$ cat src/aluPkg.sv
package aluPkg;

  // command numbers as seen on the cmd register
  typedef enum logic [2:0] {
    cmdAdd  = 3'd0,
    cmdSub  = 3'd1,
    cmdXor  = 3'd2,
    cmdSlt  = 3'd3,
    cmdAnd  = 3'd4,
    cmdNand = 3'd5,
    cmdNor  = 3'd6,
    cmdOr   = 3'd7
  } aluCmdE;

  // which unit feeds the output mux
  typedef enum logic [2:0] {
    unitAddSub  = 3'd0,
    unitXor     = 3'd1,
    unitSlt     = 3'd2,
    unitAndNand = 3'd3,
    unitNorOr   = 3'd4
  } unitSelE;

  typedef struct packed {
    unitSelE unitSel;
    logic    invertB;
    logic    invertOut;
  } aluCtrlT;

  // ordered so that carry lands in bit 0 of the flags register
  typedef struct packed {
    logic overflow;
    logic zero;
    logic carry;
  } aluFlagsT;

endpackage

$ cat src/axilPkg.sv
package axilPkg;

  localparam int addrBits = 8;
  localparam int dataBits = 32;

  typedef struct packed {
    logic                  awvalid;
    logic [addrBits-1:0]   awaddr;
    logic                  wvalid;
    logic [dataBits-1:0]   wdata;
    logic [dataBits/8-1:0] wstrb;
    logic                  bready;
    logic                  arvalid;
    logic [addrBits-1:0]   araddr;
    logic                  rready;
  } axilReqT;

  typedef struct packed {
    logic                awready;
    logic                wready;
    logic                bvalid;
    logic [1:0]          bresp;
    logic                arready;
    logic                rvalid;
    logic [dataBits-1:0] rdata;
    logic [1:0]          rresp;
  } axilRspT;

  localparam logic [1:0] respOkay   = 2'b00;
  localparam logic [1:0] respSlvErr = 2'b10;

  // register map
  localparam logic [addrBits-1:0] offOpA    = 8'h00;
  localparam logic [addrBits-1:0] offOpB    = 8'h04;
  localparam logic [addrBits-1:0] offCmd    = 8'h08;
  localparam logic [addrBits-1:0] offResult = 8'h0C;
  localparam logic [addrBits-1:0] offFlags  = 8'h10;

endpackage

$ cat src/aluControlLut.sv
`timescale 1ns/1ps

module aluControlLut (
  input  aluPkg::aluCmdE cmd,
  output aluPkg::aluCtrlT ctrl
);

  always_comb begin
    ctrl.unitSel   = aluPkg::unitAddSub;
    ctrl.invertB   = 1'b0;
    ctrl.invertOut = 1'b0;
    case (cmd)
      aluPkg::cmdAdd: begin
        ctrl.unitSel = aluPkg::unitAddSub;
      end
      aluPkg::cmdSub: begin
        ctrl.unitSel = aluPkg::unitAddSub;
        ctrl.invertB = 1'b1;
      end
      aluPkg::cmdXor: begin
        ctrl.unitSel = aluPkg::unitXor;
      end
      aluPkg::cmdSlt: begin
        ctrl.unitSel = aluPkg::unitSlt;
      end
      aluPkg::cmdAnd: begin
        ctrl.unitSel = aluPkg::unitAndNand;
      end
      aluPkg::cmdNand: begin
        ctrl.unitSel   = aluPkg::unitAndNand;
        ctrl.invertOut = 1'b1;
      end
      aluPkg::cmdNor: begin
        ctrl.unitSel   = aluPkg::unitNorOr;
        ctrl.invertOut = 1'b1;
      end
      aluPkg::cmdOr: begin
        ctrl.unitSel = aluPkg::unitNorOr;
      end
      default: begin
        ctrl.unitSel = aluPkg::unitAddSub;
      end
    endcase
  end

  // the output mux only knows five units
  always_comb begin
    unitSelValid: assert final (ctrl.unitSel inside {aluPkg::unitAddSub, aluPkg::unitXor,
        aluPkg::unitSlt, aluPkg::unitAndNand, aluPkg::unitNorOr})
      else $error("control lookup produced unknown unit %0d", ctrl.unitSel);
  end

endmodule

$ cat src/addSub.sv
`timescale 1ns/1ps

module addSub (
  input  logic [31:0] a,
  input  logic [31:0] b,
  input  logic        subtract,
  output logic [31:0] sum,
  output aluPkg::aluFlagsT flags
);

  // carry[i] is the carry into bit i
  logic [32:0] carry;
  logic [31:0] bEff;
  logic [31:0] halfSum;

  // two's complement subtract: invert b and carry in a one
  assign carry[0] = subtract;

  genvar i;
  generate
    for (i = 0; i < 32; i++) begin : g_stage
      assign bEff[i]      = b[i] ^ subtract;
      assign halfSum[i]   = a[i] ^ bEff[i];
      assign sum[i]       = halfSum[i] ^ carry[i];
      assign carry[i + 1] = (a[i] & bEff[i]) | (halfSum[i] & carry[i]);
    end
  endgenerate

  assign flags.carry    = carry[32];
  // signed overflow when carry into and out of the sign bit differ
  assign flags.overflow = carry[31] ^ carry[32];
  assign flags.zero     = ~|sum;

endmodule

$ cat src/aluOutputSelect.sv
`timescale 1ns/1ps

module aluOutputSelect (
  input  logic [31:0] operandA,
  input  logic [31:0] operandB,
  input  aluPkg::aluCtrlT ctrl,
  output logic [31:0] result,
  output aluPkg::aluFlagsT flags
);

  logic [31:0] addSubResult;
  logic [31:0] sltDiff;
  logic [31:0] sltResult;
  logic [31:0] xorResult;
  logic [31:0] andNandResult;
  logic [31:0] norOrResult;
  logic [31:0] invertMask;
  aluPkg::aluFlagsT addSubFlags;
  aluPkg::aluFlagsT sltFlags;

  addSub u_addSub (
    .a        (operandA),
    .b        (operandB),
    .subtract (ctrl.invertB),
    .sum      (addSubResult),
    .flags    (addSubFlags)
  );

  // comparator always subtracts, independent of invertB
  addSub u_sltSub (
    .a        (operandA),
    .b        (operandB),
    .subtract (1'b1),
    .sum      (sltDiff),
    .flags    (sltFlags)
  );

  // sign of a-b, corrected when the subtraction overflowed
  assign sltResult = {31'b0, sltDiff[31] ^ sltFlags.overflow};

  assign invertMask    = {32{ctrl.invertOut}};
  assign xorResult     = operandA ^ operandB;
  assign andNandResult = (operandA & operandB) ^ invertMask;
  assign norOrResult   = (operandA | operandB) ^ invertMask;

  always_comb begin
    flags = '0;
    case (ctrl.unitSel)
      aluPkg::unitAddSub: begin
        result = addSubResult;
        flags  = addSubFlags;
      end
      aluPkg::unitXor:     result = xorResult;
      aluPkg::unitSlt:     result = sltResult;
      aluPkg::unitAndNand: result = andNandResult;
      aluPkg::unitNorOr:   result = norOrResult;
      default:             result = '0;
    endcase
  end

  always_comb begin
    flagsOnlyFromAddSub: assert final (ctrl.unitSel == aluPkg::unitAddSub || flags == '0)
      else $error("non-arithmetic unit %0d reported flags %b", ctrl.unitSel, flags);
  end

endmodule

$ cat src/aluCore.sv
`timescale 1ns/1ps

module aluCore (
  input  logic [31:0] operandA,
  input  logic [31:0] operandB,
  input  aluPkg::aluCmdE cmd,
  output logic [31:0] result,
  output aluPkg::aluFlagsT flags
);

  aluPkg::aluCtrlT ctrl;

  // first stage: command to unit select and invert bits
  aluControlLut u_controlLut (
    .cmd  (cmd),
    .ctrl (ctrl)
  );

  // second stage: all units in parallel, one picked
  aluOutputSelect u_outputSelect (
    .operandA (operandA),
    .operandB (operandB),
    .ctrl     (ctrl),
    .result   (result),
    .flags    (flags)
  );

endmodule

$ cat src/aluAxilRegs.sv
`timescale 1ns/1ps

module aluAxilRegs #(
  parameter int addrWidth = 8
) (
  input  logic             clk,
  input  logic             rstN,
  input  axilPkg::axilReqT req,
  output axilPkg::axilRspT rsp,
  output logic [31:0]      operandA,
  output logic [31:0]      operandB,
  output aluPkg::aluCmdE   cmd,
  input  logic [31:0]      result,
  input  aluPkg::aluFlagsT flags
);

  logic [addrWidth-1:0] wrAddr;
  logic [addrWidth-1:0] rdAddr;
  logic                 awReady;
  logic                 bValid;
  logic [1:0]           bResp;
  logic                 arReady;
  logic                 rValid;
  logic [1:0]           rResp;
  logic [31:0]          rData;
  logic                 wrAccept;
  logic                 rdAccept;
  logic                 wrErr;
  logic                 rdErr;
  logic [31:0]          rdNext;

  function automatic logic [31:0] mergeBytes(logic [31:0] old, logic [31:0] data,
                                             logic [3:0] strb);
    logic [31:0] merged;
    merged = old;
    for (int i = 0; i < 4; i++) begin
      if (strb[i]) begin
        merged[8*i +: 8] = data[8*i +: 8];
      end
    end
    return merged;
  endfunction

  assign wrAddr   = req.awaddr[addrWidth-1:0];
  assign rdAddr   = req.araddr[addrWidth-1:0];
  assign wrAccept = awReady && req.awvalid && req.wvalid;
  assign rdAccept = arReady && req.arvalid;

  // only the operand and command registers are writable
  assign wrErr = !(wrAddr == addrWidth'(axilPkg::offOpA) ||
                   wrAddr == addrWidth'(axilPkg::offOpB) ||
                   wrAddr == addrWidth'(axilPkg::offCmd));

  always_comb begin
    rdErr  = 1'b0;
    rdNext = '0;
    case (rdAddr)
      addrWidth'(axilPkg::offOpA):    rdNext = operandA;
      addrWidth'(axilPkg::offOpB):    rdNext = operandB;
      addrWidth'(axilPkg::offCmd):    rdNext = {29'b0, cmd};
      addrWidth'(axilPkg::offResult): rdNext = result;
      addrWidth'(axilPkg::offFlags):  rdNext = {29'b0, flags};
      default:                        rdErr  = 1'b1;
    endcase
  end

  // write channel, address and data taken together
  always_ff @(posedge clk or negedge rstN) begin
    if (!rstN) begin
      awReady  <= 1'b0;
      bValid   <= 1'b0;
      bResp    <= axilPkg::respOkay;
      operandA <= '0;
      operandB <= '0;
      cmd      <= aluPkg::cmdAdd;
    end else begin
      awReady <= req.awvalid && req.wvalid && !awReady && !bValid;
      if (wrAccept) begin
        bValid <= 1'b1;
        bResp  <= wrErr ? axilPkg::respSlvErr : axilPkg::respOkay;
        if (wrAddr == addrWidth'(axilPkg::offOpA)) begin
          operandA <= mergeBytes(operandA, req.wdata, req.wstrb);
        end
        if (wrAddr == addrWidth'(axilPkg::offOpB)) begin
          operandB <= mergeBytes(operandB, req.wdata, req.wstrb);
        end
        // cmd keeps only its low three bits
        if (wrAddr == addrWidth'(axilPkg::offCmd) && req.wstrb[0]) begin
          cmd <= aluPkg::aluCmdE'(req.wdata[2:0]);
        end
      end else if (bValid && req.bready) begin
        bValid <= 1'b0;
      end
    end
  end

  always_ff @(posedge clk or negedge rstN) begin
    if (!rstN) begin
      arReady <= 1'b0;
      rValid  <= 1'b0;
    end else begin
      arReady <= req.arvalid && !arReady && !rValid;
      if (rdAccept) begin
        rValid <= 1'b1;
      end else if (rValid && req.rready) begin
        rValid <= 1'b0;
      end
    end
  end

  // read data frozen at acceptance
  always_ff @(posedge clk) begin
    if (rdAccept) begin
      rData <= rdNext;
      rResp <= rdErr ? axilPkg::respSlvErr : axilPkg::respOkay;
    end
  end

  assign rsp.awready = awReady;
  assign rsp.wready  = awReady;
  assign rsp.bvalid  = bValid;
  assign rsp.bresp   = bResp;
  assign rsp.arready = arReady;
  assign rsp.rvalid  = rValid;
  assign rsp.rdata   = rData;
  assign rsp.rresp   = rResp;

  bValidHeld: assert property (@(posedge clk) disable iff (!rstN)
    rsp.bvalid && !req.bready |=> rsp.bvalid);
  rValidHeld: assert property (@(posedge clk) disable iff (!rstN)
    rsp.rvalid && !req.rready |=> rsp.rvalid);
  rDataStable: assert property (@(posedge clk) disable iff (!rstN)
    rsp.rvalid && !req.rready |=> $stable(rsp.rdata) && $stable(rsp.rresp));

endmodule

$ cat src/aluSubsystem.sv
`timescale 1ns/1ps

module aluSubsystem #(
  parameter int addrWidth = 8
) (
  input  logic             clk,
  input  logic             rstN,
  input  axilPkg::axilReqT req,
  output axilPkg::axilRspT rsp
);

  logic [31:0]      operandA;
  logic [31:0]      operandB;
  logic [31:0]      result;
  aluPkg::aluCmdE   cmd;
  aluPkg::aluFlagsT flags;

  aluAxilRegs #(
    .addrWidth (addrWidth)
  ) u_aluAxilRegs (
    .clk      (clk),
    .rstN     (rstN),
    .req      (req),
    .rsp      (rsp),
    .operandA (operandA),
    .operandB (operandB),
    .cmd      (cmd),
    .result   (result),
    .flags    (flags)
  );

  // purely combinational, result follows the registers in the same cycle
  aluCore u_aluCore (
    .operandA (operandA),
    .operandB (operandB),
    .cmd      (cmd),
    .result   (result),
    .flags    (flags)
  );

endmodule

$ cat config.mk
export PLATFORM = sky130hd
export DESIGN_NAME = aluSubsystem
export DESIGN_NICKNAME = d
export VERILOG_FILES = /design/src/aluPkg.sv /design/src/axilPkg.sv /design/src/aluControlLut.sv /design/src/addSub.sv /design/src/aluOutputSelect.sv /design/src/aluCore.sv /design/src/aluAxilRegs.sv /design/src/aluSubsystem.sv
export SDC_FILE = /design/constraint.sdc
export NUM_CORES = 1
export LEC_CHECK = 0
export BUFFER_PORTS_ARGS = -buffer_cell sky130_fd_sc_hd__buf_2
export CORE_MARGIN = 4
export CORE_UTILIZATION = 52
export CTS_BUF_LIST = sky130_fd_sc_hd__clkbuf_16
export CTS_CLUSTER_DIAMETER = 40
export CTS_CLUSTER_SIZE = 10
export DETAILED_ROUTE_END_ITERATION = 8
export HOLD_SLACK_MARGIN = 0.12
export PLACE_DENSITY_LB_ADDON = 0.12
export SETUP_SLACK_MARGIN = 0.1
export SLEW_MARGIN = 0
export SYNTH_ARGS = -nofsm -noshare
export SYNTH_HDL_FRONTEND = slang
export SYNTH_SLANG_ARGS = --single-unit
$ cat constraint.sdc
create_clock -name clk -period 19.2 [get_ports clk]
set_clock_uncertainty 0.2 [all_clocks]
set_input_delay 3.84 -clock clk [delete_from_list [all_inputs] [get_ports clk]]
set_output_delay 3.84 -clock clk [all_outputs]
set_load 0.01 [all_outputs]
== After elaboration in Yosys (flattened, before gate mapping) ==
Cells that the tools add are included.

* Flip-flop bits (word level): 107
* Output and inout bits: 41
* Input port bits: 59

* Reduce and logical (&&, ||, !) cells: 39
* Bitwise operators: 360
* Equality and inequality tests: 17
* Muxes and demuxes: 12

{| class="wikitable"
|+ Operators by type and width
! kind !! number
|-
| 32-bit case mux with 5 select lines || 2
|-
| 1-bit bitwise XOR || 132
|-
| 1-bit AND || 127
|-
| 32-bit bitwise XOR || 3
|-
| 1-bit OR || 64
|-
| 32-bit AND || 1
|-
| 1-bit inverter || 32
|-
| 32-bit OR || 1
|-
| 32-bit OR reduction || 1
|-
| 8-bit by 4-bit == test with 1-bit output, second input constant || 3
|-
| 3-bit AND reduction || 8
|-
| 8-bit by 3-bit == test with 1-bit output, second input constant || 2
|-
| 8-bit zero test || 2
|-
| 3-bit == test, second input constant || 5
|-
| 3-bit case mux with 5 select lines || 1
|-
| 3-bit by 2-bit == test with 1-bit output, second input constant || 4
|-
| 1-bit logical AND || 11
|-
| 8-bit by 5-bit == test with 1-bit output, second input constant || 1
|-
| 2-bit OR reduction || 4
|-
| 3-bit by 1-bit == test with 1-bit output, second input constant || 2
|-
| 3-bit zero test || 2
|-
| 1-bit two-way mux || 6
|-
| 1-bit zero test || 5
|-
| 5-bit OR reduction || 1
|-
| other kinds (5) || 8
|}

== Longest topological paths before layout ==
* Depth in word-level cells: 71
* Mapped depth: 42
* Mapped depth without buffers: 41

== Hierarchy ==
From an unflattened synthesis, not the netlist that was laid out.

* Cell total of the unflattened synthesis: 948
* Area, all modules: 10009.6 um^2

{| class="wikitable"
|+ By module, submodules not included
! module !! area each (um^2) !! cells each !! seq. area each (um^2) !! instances
|-
| aluAxilRegs || 4914.7 || 369 || 2792.7 || 1
|-
| aluOutputSelect || 2547.4 || 287 || 0.0 || 1
|-
| addSub (u_aluCore.u_outputSelect.u_addSub) || 1248.7 || 142 || 0.0 || 1
|-
| addSub (u_aluCore.u_outputSelect.u_sltSub) || 1244.9 || 141 || 0.0 || 1
|-
| aluControlLut || 53.8 || 9 || 0.0 || 1
|}

== Worst setup path after synthesis ==
Ideal clock, no wire load.

* Path kind: flip-flop to flip-flop
* Start: register u_aluAxilRegs.cmd[1]
* End: register u_aluAxilRegs.rData[1], data pin
* Library setup time: 0.261 ns
* Slack: 5.253 ns
* Cell stages (with the launch flop): 43
* Period minus slack after synthesis: 13.947 ns
* Arrival time: 13.485 ns
* Path through: dfrtp_1 -> clkbuf_1 -> clkbuf_1 -> nor3_1 -> mux2_2 -> fa_1 -> fa_1 -> fa_1 -> fa_1 -> fa_1 -> fa_1 -> fa_1 -> fa_1 -> fa_1 -> fa_1 -> fa_1 -> fa_1 -> fa_1 -> [7 not listed] -> fa_1 -> fa_1 -> fa_1 -> fa_1 -> fa_1 -> fa_1 -> fa_1 -> fa_1 -> inv_1 -> fa_1 -> inv_1 -> fa_1 -> inv_1 -> fa_1 -> nor4b_1 -> nand4_1 -> or3_1 -> o31ai_1

* Cells in the longest elaborated chain, start to end: 71
* Elaborated cells on any way between the ends: 216
* Those cells by class: eq/ne: 11; mux: 6; bitwise: 191; reduce/logical: 8

{| class="wikitable"
|+ RTL lines
! item !! line !! source
|-
| start: declaration || aluAxilRegs.sv:12 || <nowiki>output aluPkg::aluCmdE cmd,</nowiki>
|-
| start signal: assignment || aluAxilRegs.sv:75 || <nowiki>cmd <= aluPkg::cmdAdd;</nowiki>
|-
| start signal: assignment || aluAxilRegs.sv:89 || <nowiki>cmd <= aluPkg::aluCmdE'(req.wdata[2:0]);</nowiki>
|-
| 3-bit by 1-bit == test with 1-bit output || aluControlLut.sv:12 || <nowiki>case (cmd)</nowiki>
|-
| 1-bit two-way mux || aluControlLut.sv:12 ||
|-
| 1-bit bitwise XOR || addSub.sv:22 || <nowiki>assign bEff[i] = b[i] ^ subtract;</nowiki>
|-
| 1-bit bitwise XOR || addSub.sv:23 || <nowiki>assign halfSum[i] = a[i] ^ bEff[i];</nowiki>
|-
| 1-bit AND || addSub.sv:25 || <nowiki>assign carry[i + 1] = (a[i] & bEff[i]) | (halfSum[i] & carry[i]);</nowiki>
|-
| 1-bit OR || addSub.sv:25 ||
|-
| 1-bit AND || addSub.sv:25 ||
|-
| 1-bit OR || addSub.sv:25 ||
|-
| [56 not listed] || -- ||
|-
| 1-bit AND || addSub.sv:25 ||
|-
| 1-bit OR || addSub.sv:25 ||
|-
| 1-bit bitwise XOR || addSub.sv:24 || <nowiki>assign sum[i] = halfSum[i] ^ carry[i];</nowiki>
|-
| 32-bit OR reduction || addSub.sv:32 || <nowiki>assign flags.zero = ~|sum;</nowiki>
|-
| 1-bit zero test || addSub.sv:32 ||
|-
| 3-bit two-way mux || aluOutputSelect.sv:48 || <nowiki>case (ctrl.unitSel)</nowiki>
|-
| 32-bit case mux with 5 select lines (*) || aluAxilRegs.sv:57 || <nowiki>case (rdAddr)</nowiki>
|-
| net u_aluAxilRegs.rdNext[1] || aluAxilRegs.sv:30 || <nowiki>logic [31:0] rdNext;</nowiki>
|-
| end signal: assignment || aluAxilRegs.sv:114 || <nowiki>rData <= rdNext;</nowiki>
|-
| end: declaration || aluAxilRegs.sv:25 || <nowiki>logic [31:0] rData;</nowiki>
|}

Mark *: on every way through the listed nets, which the timed path passes. The rest lies on a longest branch.
A chain may end at the register's enable or synchronous reset.

== Worst setup path in the final report ==
* Start: register u_aluAxilRegs.cmd[0]
* End: register u_aluAxilRegs.rData[1], data pin

The elaborated chain is that of the path after synthesis.

==> impl_metrics.env <==
export IMPL_netlist_top_cells_area="dfrtp_1 21%, ha_1 14%, edfxtp_1 12%, mux2_2 8.8%, fa_1 7.5%"
export IMPL_p_switching_uw=109
export IMPL_crit_slowest_cell="nor3_2"
export IMPL_rsz0062_at_grt="no"
export IMPL_finalHoldViolations=0
export IMPL_layout_drive_gt1_share_pct=22.6
export IMPL_critPathBufInv=5
export IMPL_setup_tns_ns=0
export IMPL_grt_first_pass_wirelength_mm=33.7
export IMPL_clk_pin_slew_ns=0.07
export IMPL_worstPathRequired_ns=19.18
export IMPL_slew_headroom_pct=25.5
export IMPL_critPathCapture="u_aluAxilRegs.rData[1]"
export IMPL_dieArea_um2=18600
export IMPL_tritoncts="built"
export IMPL_async_reset_ff_share_pct=68.6
export IMPL_r2r_setup_slack_ns=3.93
export IMPL_grt_pass1_vias=6566
export IMPL_die_h_um=136
export IMPL_hold_path_class="reg2reg"
export IMPL_status="finished, final reports clean"
export IMPL_yosysUniqueCellTypes=52
export IMPL_intPower_uw=357
export IMPL_cts_resized=0
export IMPL_numCtsBuffers=9
export IMPL_clock_sinks=105
export IMPL_period_share_pct=79.5
export IMPL_seqPwrFrac_pct=51.0
export IMPL_gp_congestion=0.891
export IMPL_maxCapViolations=0
export IMPL_core_area_um2=16000
export IMPL_grt_usage_pct=23.0
export IMPL_fp_dieW_um=136
export IMPL_drc=0
export IMPL_ir_worst_vdd_mv=0.0418
export IMPL_synth_main_ff_cell="dfrtp_1"
export IMPL_drtIter0Drc=383
export IMPL_rr_startpoint="u_aluAxilRegs.cmd[0]"
export IMPL_synth_seq_cells=105
export IMPL_start_util_pct=53.6
export IMPL_cp_arrival_ns=15.26
export IMPL_leakagePower_uw=0.00427
export IMPL_critical_path_class="reg2reg"
export IMPL_mostFrequentLayoutCell="buf_2"
export IMPL_placed_cell_area_um2=9210
export IMPL_wirelength_mm=20.4
export IMPL_clock_latency_ns=0.35
export IMPL_slew_violations=0
export IMPL_cts_setup_buffers=0
export IMPL_tightestPinTransition_ns=1.12
export IMPL_slowest_delay_ns=0.84
export IMPL_final_cell_mix="97 x buf_2, 95 x ha_1, 83 x inv_1"
export IMPL_hpwl_mm=14.2
export IMPL_antenna_cells=0
export IMPL_cts_htree_levels=3
export IMPL_rows=46
export IMPL_io_pins=100
export IMPL_cp_num_cells=41
export IMPL_ctsRootBufferMaster="clkbuf_16"
export IMPL_io_buffers=97
export IMPL_holdBufCountCts=0
export IMPL_areaGrowthSynthToFinish_pct=10.8
export IMPL_syn_area_um2=8580
export IMPL_final_cell_area_um2=9510
export IMPL_fin_nets=1072
export IMPL_switching_share_pct=23.4
export IMPL_vias_per_cell=5.60
export IMPL_yosysTopAreaCell="dfrtp_1"
export IMPL_cpMostUsedCell="fa_1"
export IMPL_endpoint_kind="flip-flop"
export IMPL_synth_edf_count=33
export IMPL_seq_area_frac_synth_pct=32.5
export IMPL_critPathLaunch="u_aluAxilRegs.cmd[0]"
export IMPL_powerDensity_nw_per_um2=49.1
export IMPL_synthCells=816
export IMPL_fmax_mhz=65.5
export IMPL_power_frac_comb_pct=8.2
export IMPL_overflow=0
export IMPL_setup_viol=0
export IMPL_netlist_area_leader_share_pct=21.0
export IMPL_ff2ff_path_depth=41
export IMPL_synth_warning_count=0
export IMPL_grt_start_max_net_pins=73
export IMPL_cts_max_path_buffers=2
export IMPL_antenna_found_initial=0
export IMPL_routedWlPerCell_um=18.4
export IMPL_path_delay_family="adder cells"
export IMPL_nFillCells=1394
export IMPL_timing_rr_end="u_aluAxilRegs.rData[1]"
export IMPL_via_count=6203
export IMPL_critPathLaunchType="flip-flop"
export IMPL_drtPass1Iterations=5
export IMPL_path_max_fanout=33
export IMPL_avgSynthCellArea_um2=10.5
export IMPL_ant_nets=0
export IMPL_finalCriticalPeriod_ns=15.27
export IMPL_finalNonFillerCells=1107
export IMPL_dp_cells=1091
export IMPL_clkPwrFrac_pct=40.8
power groups by stage:
stage          sequential [uW]  clock (uW)  combinational [uW]
2_1_floorplan              244           0                18.0
3_3_place_gp               242           0                37.8
3_5_place_dp               242           0                38.9
4_1_cts                    238         195                39.0
5_1_grt                    238         204                42.5
6_report                   238         190                38.5
stage by stage:
stage          hold WS (ns)  util (%)  power (uW)  worst slack [ns]
4_1_cts               0.258      59.4         472              3.93
5_1_grt               0.281      59.4         485              3.25
2_1_floorplan         0.225         -         262              5.25
3_3_place_gp          0.229      57.5         280              4.29
3_5_place_dp          0.249      57.5         281              4.05
6_report              0.251      59.4         467              3.93
final cells by class:
class,count,area (um2),share of cell area (%)
Sequential cell,105,2800,29.4
Inverter,80,300,3.16
Tap cell,216,270,2.84
Clock buffer,10,250,2.63
Multi-Input combinational cell,585,5290,55.7
Timing Repair Buffer,105,546,5.74
Clock inverter,6,52.6,0.553
sequential cells by signal (all words and copies together) (netlist names):
| register | cells |
|---|---|
| u_aluAxilRegs.cmd | 3 |
| u_aluAxilRegs.operandA | 32 |
| u_aluAxilRegs.operandB | 32 |
| u_aluAxilRegs.bValid | 1 |
| u_aluAxilRegs.rValid | 1 |
| u_aluAxilRegs.awReady | 1 |
| u_aluAxilRegs.bResp | 1 |
| u_aluAxilRegs.arReady | 1 |
| u_aluAxilRegs.rData | 32 |
| u_aluAxilRegs.rResp | 1 |
worst min path at each step:
stage,start,depth (start not counted),slack [ns],end
floorplan,u_aluAxilRegs.arReady,1,0.22,u_aluAxilRegs.arReady
detailed placement,u_aluAxilRegs.bValid,1,0.25,u_aluAxilRegs.awReady
finish,u_aluAxilRegs.arReady,1,0.25,u_aluAxilRegs.arReady
global placement,u_aluAxilRegs.arReady,1,0.23,u_aluAxilRegs.arReady
global route,u_aluAxilRegs.bValid,1,0.28,u_aluAxilRegs.awReady
CTS,u_aluAxilRegs.bValid,1,0.26,u_aluAxilRegs.awReady
synthesized netlist by cell type (6+ instances only):
cell type / instances
clkbuf_1: 31
mux2i_1: 64
nand2_2: 6
o21ai_0: 11
dfrtp_1: 72
a221o_1: 26
nor3_1: 12
ha_1: 95
buf_1: 6
buf_4: 7
nand2_1: 36
a31oi_1: 30
xnor2_1: 62
edfxtp_1: 33
mux2_2: 67
inv_1: 79
fa_1: 32
nor4_1: 8
a21oi_1: 13
nor2_1: 67
per-layer routing:
| layer | global-route usage (%) | routed length, um | vias up |
|---|---|---|---|
| met4 | 9.18 | 501 | 0 |
| met1 | 30.7 | 9210 | 3069 |
| met2 | 38.4 | 9840 | 150 |
| met5 | 0 | 0 | - |
| met3 | 2.66 | 825 | 30 |
| li1 | - | - | 2954 |
logic make-up after synthesis:
family,count (synthesis),share of synthesized area (%)
and+or+nand+nor,159,8.71
muxes,132,16.4
DFF,105,32.5
buffers and inverters,127,5.91
xor gates and xnor gates,63,6.43
AOI/OAI and AO/OA,102,8.66
other,1,0.0437
adders and majority gates,127,21.3
Power figures use the tool's default switching activity.
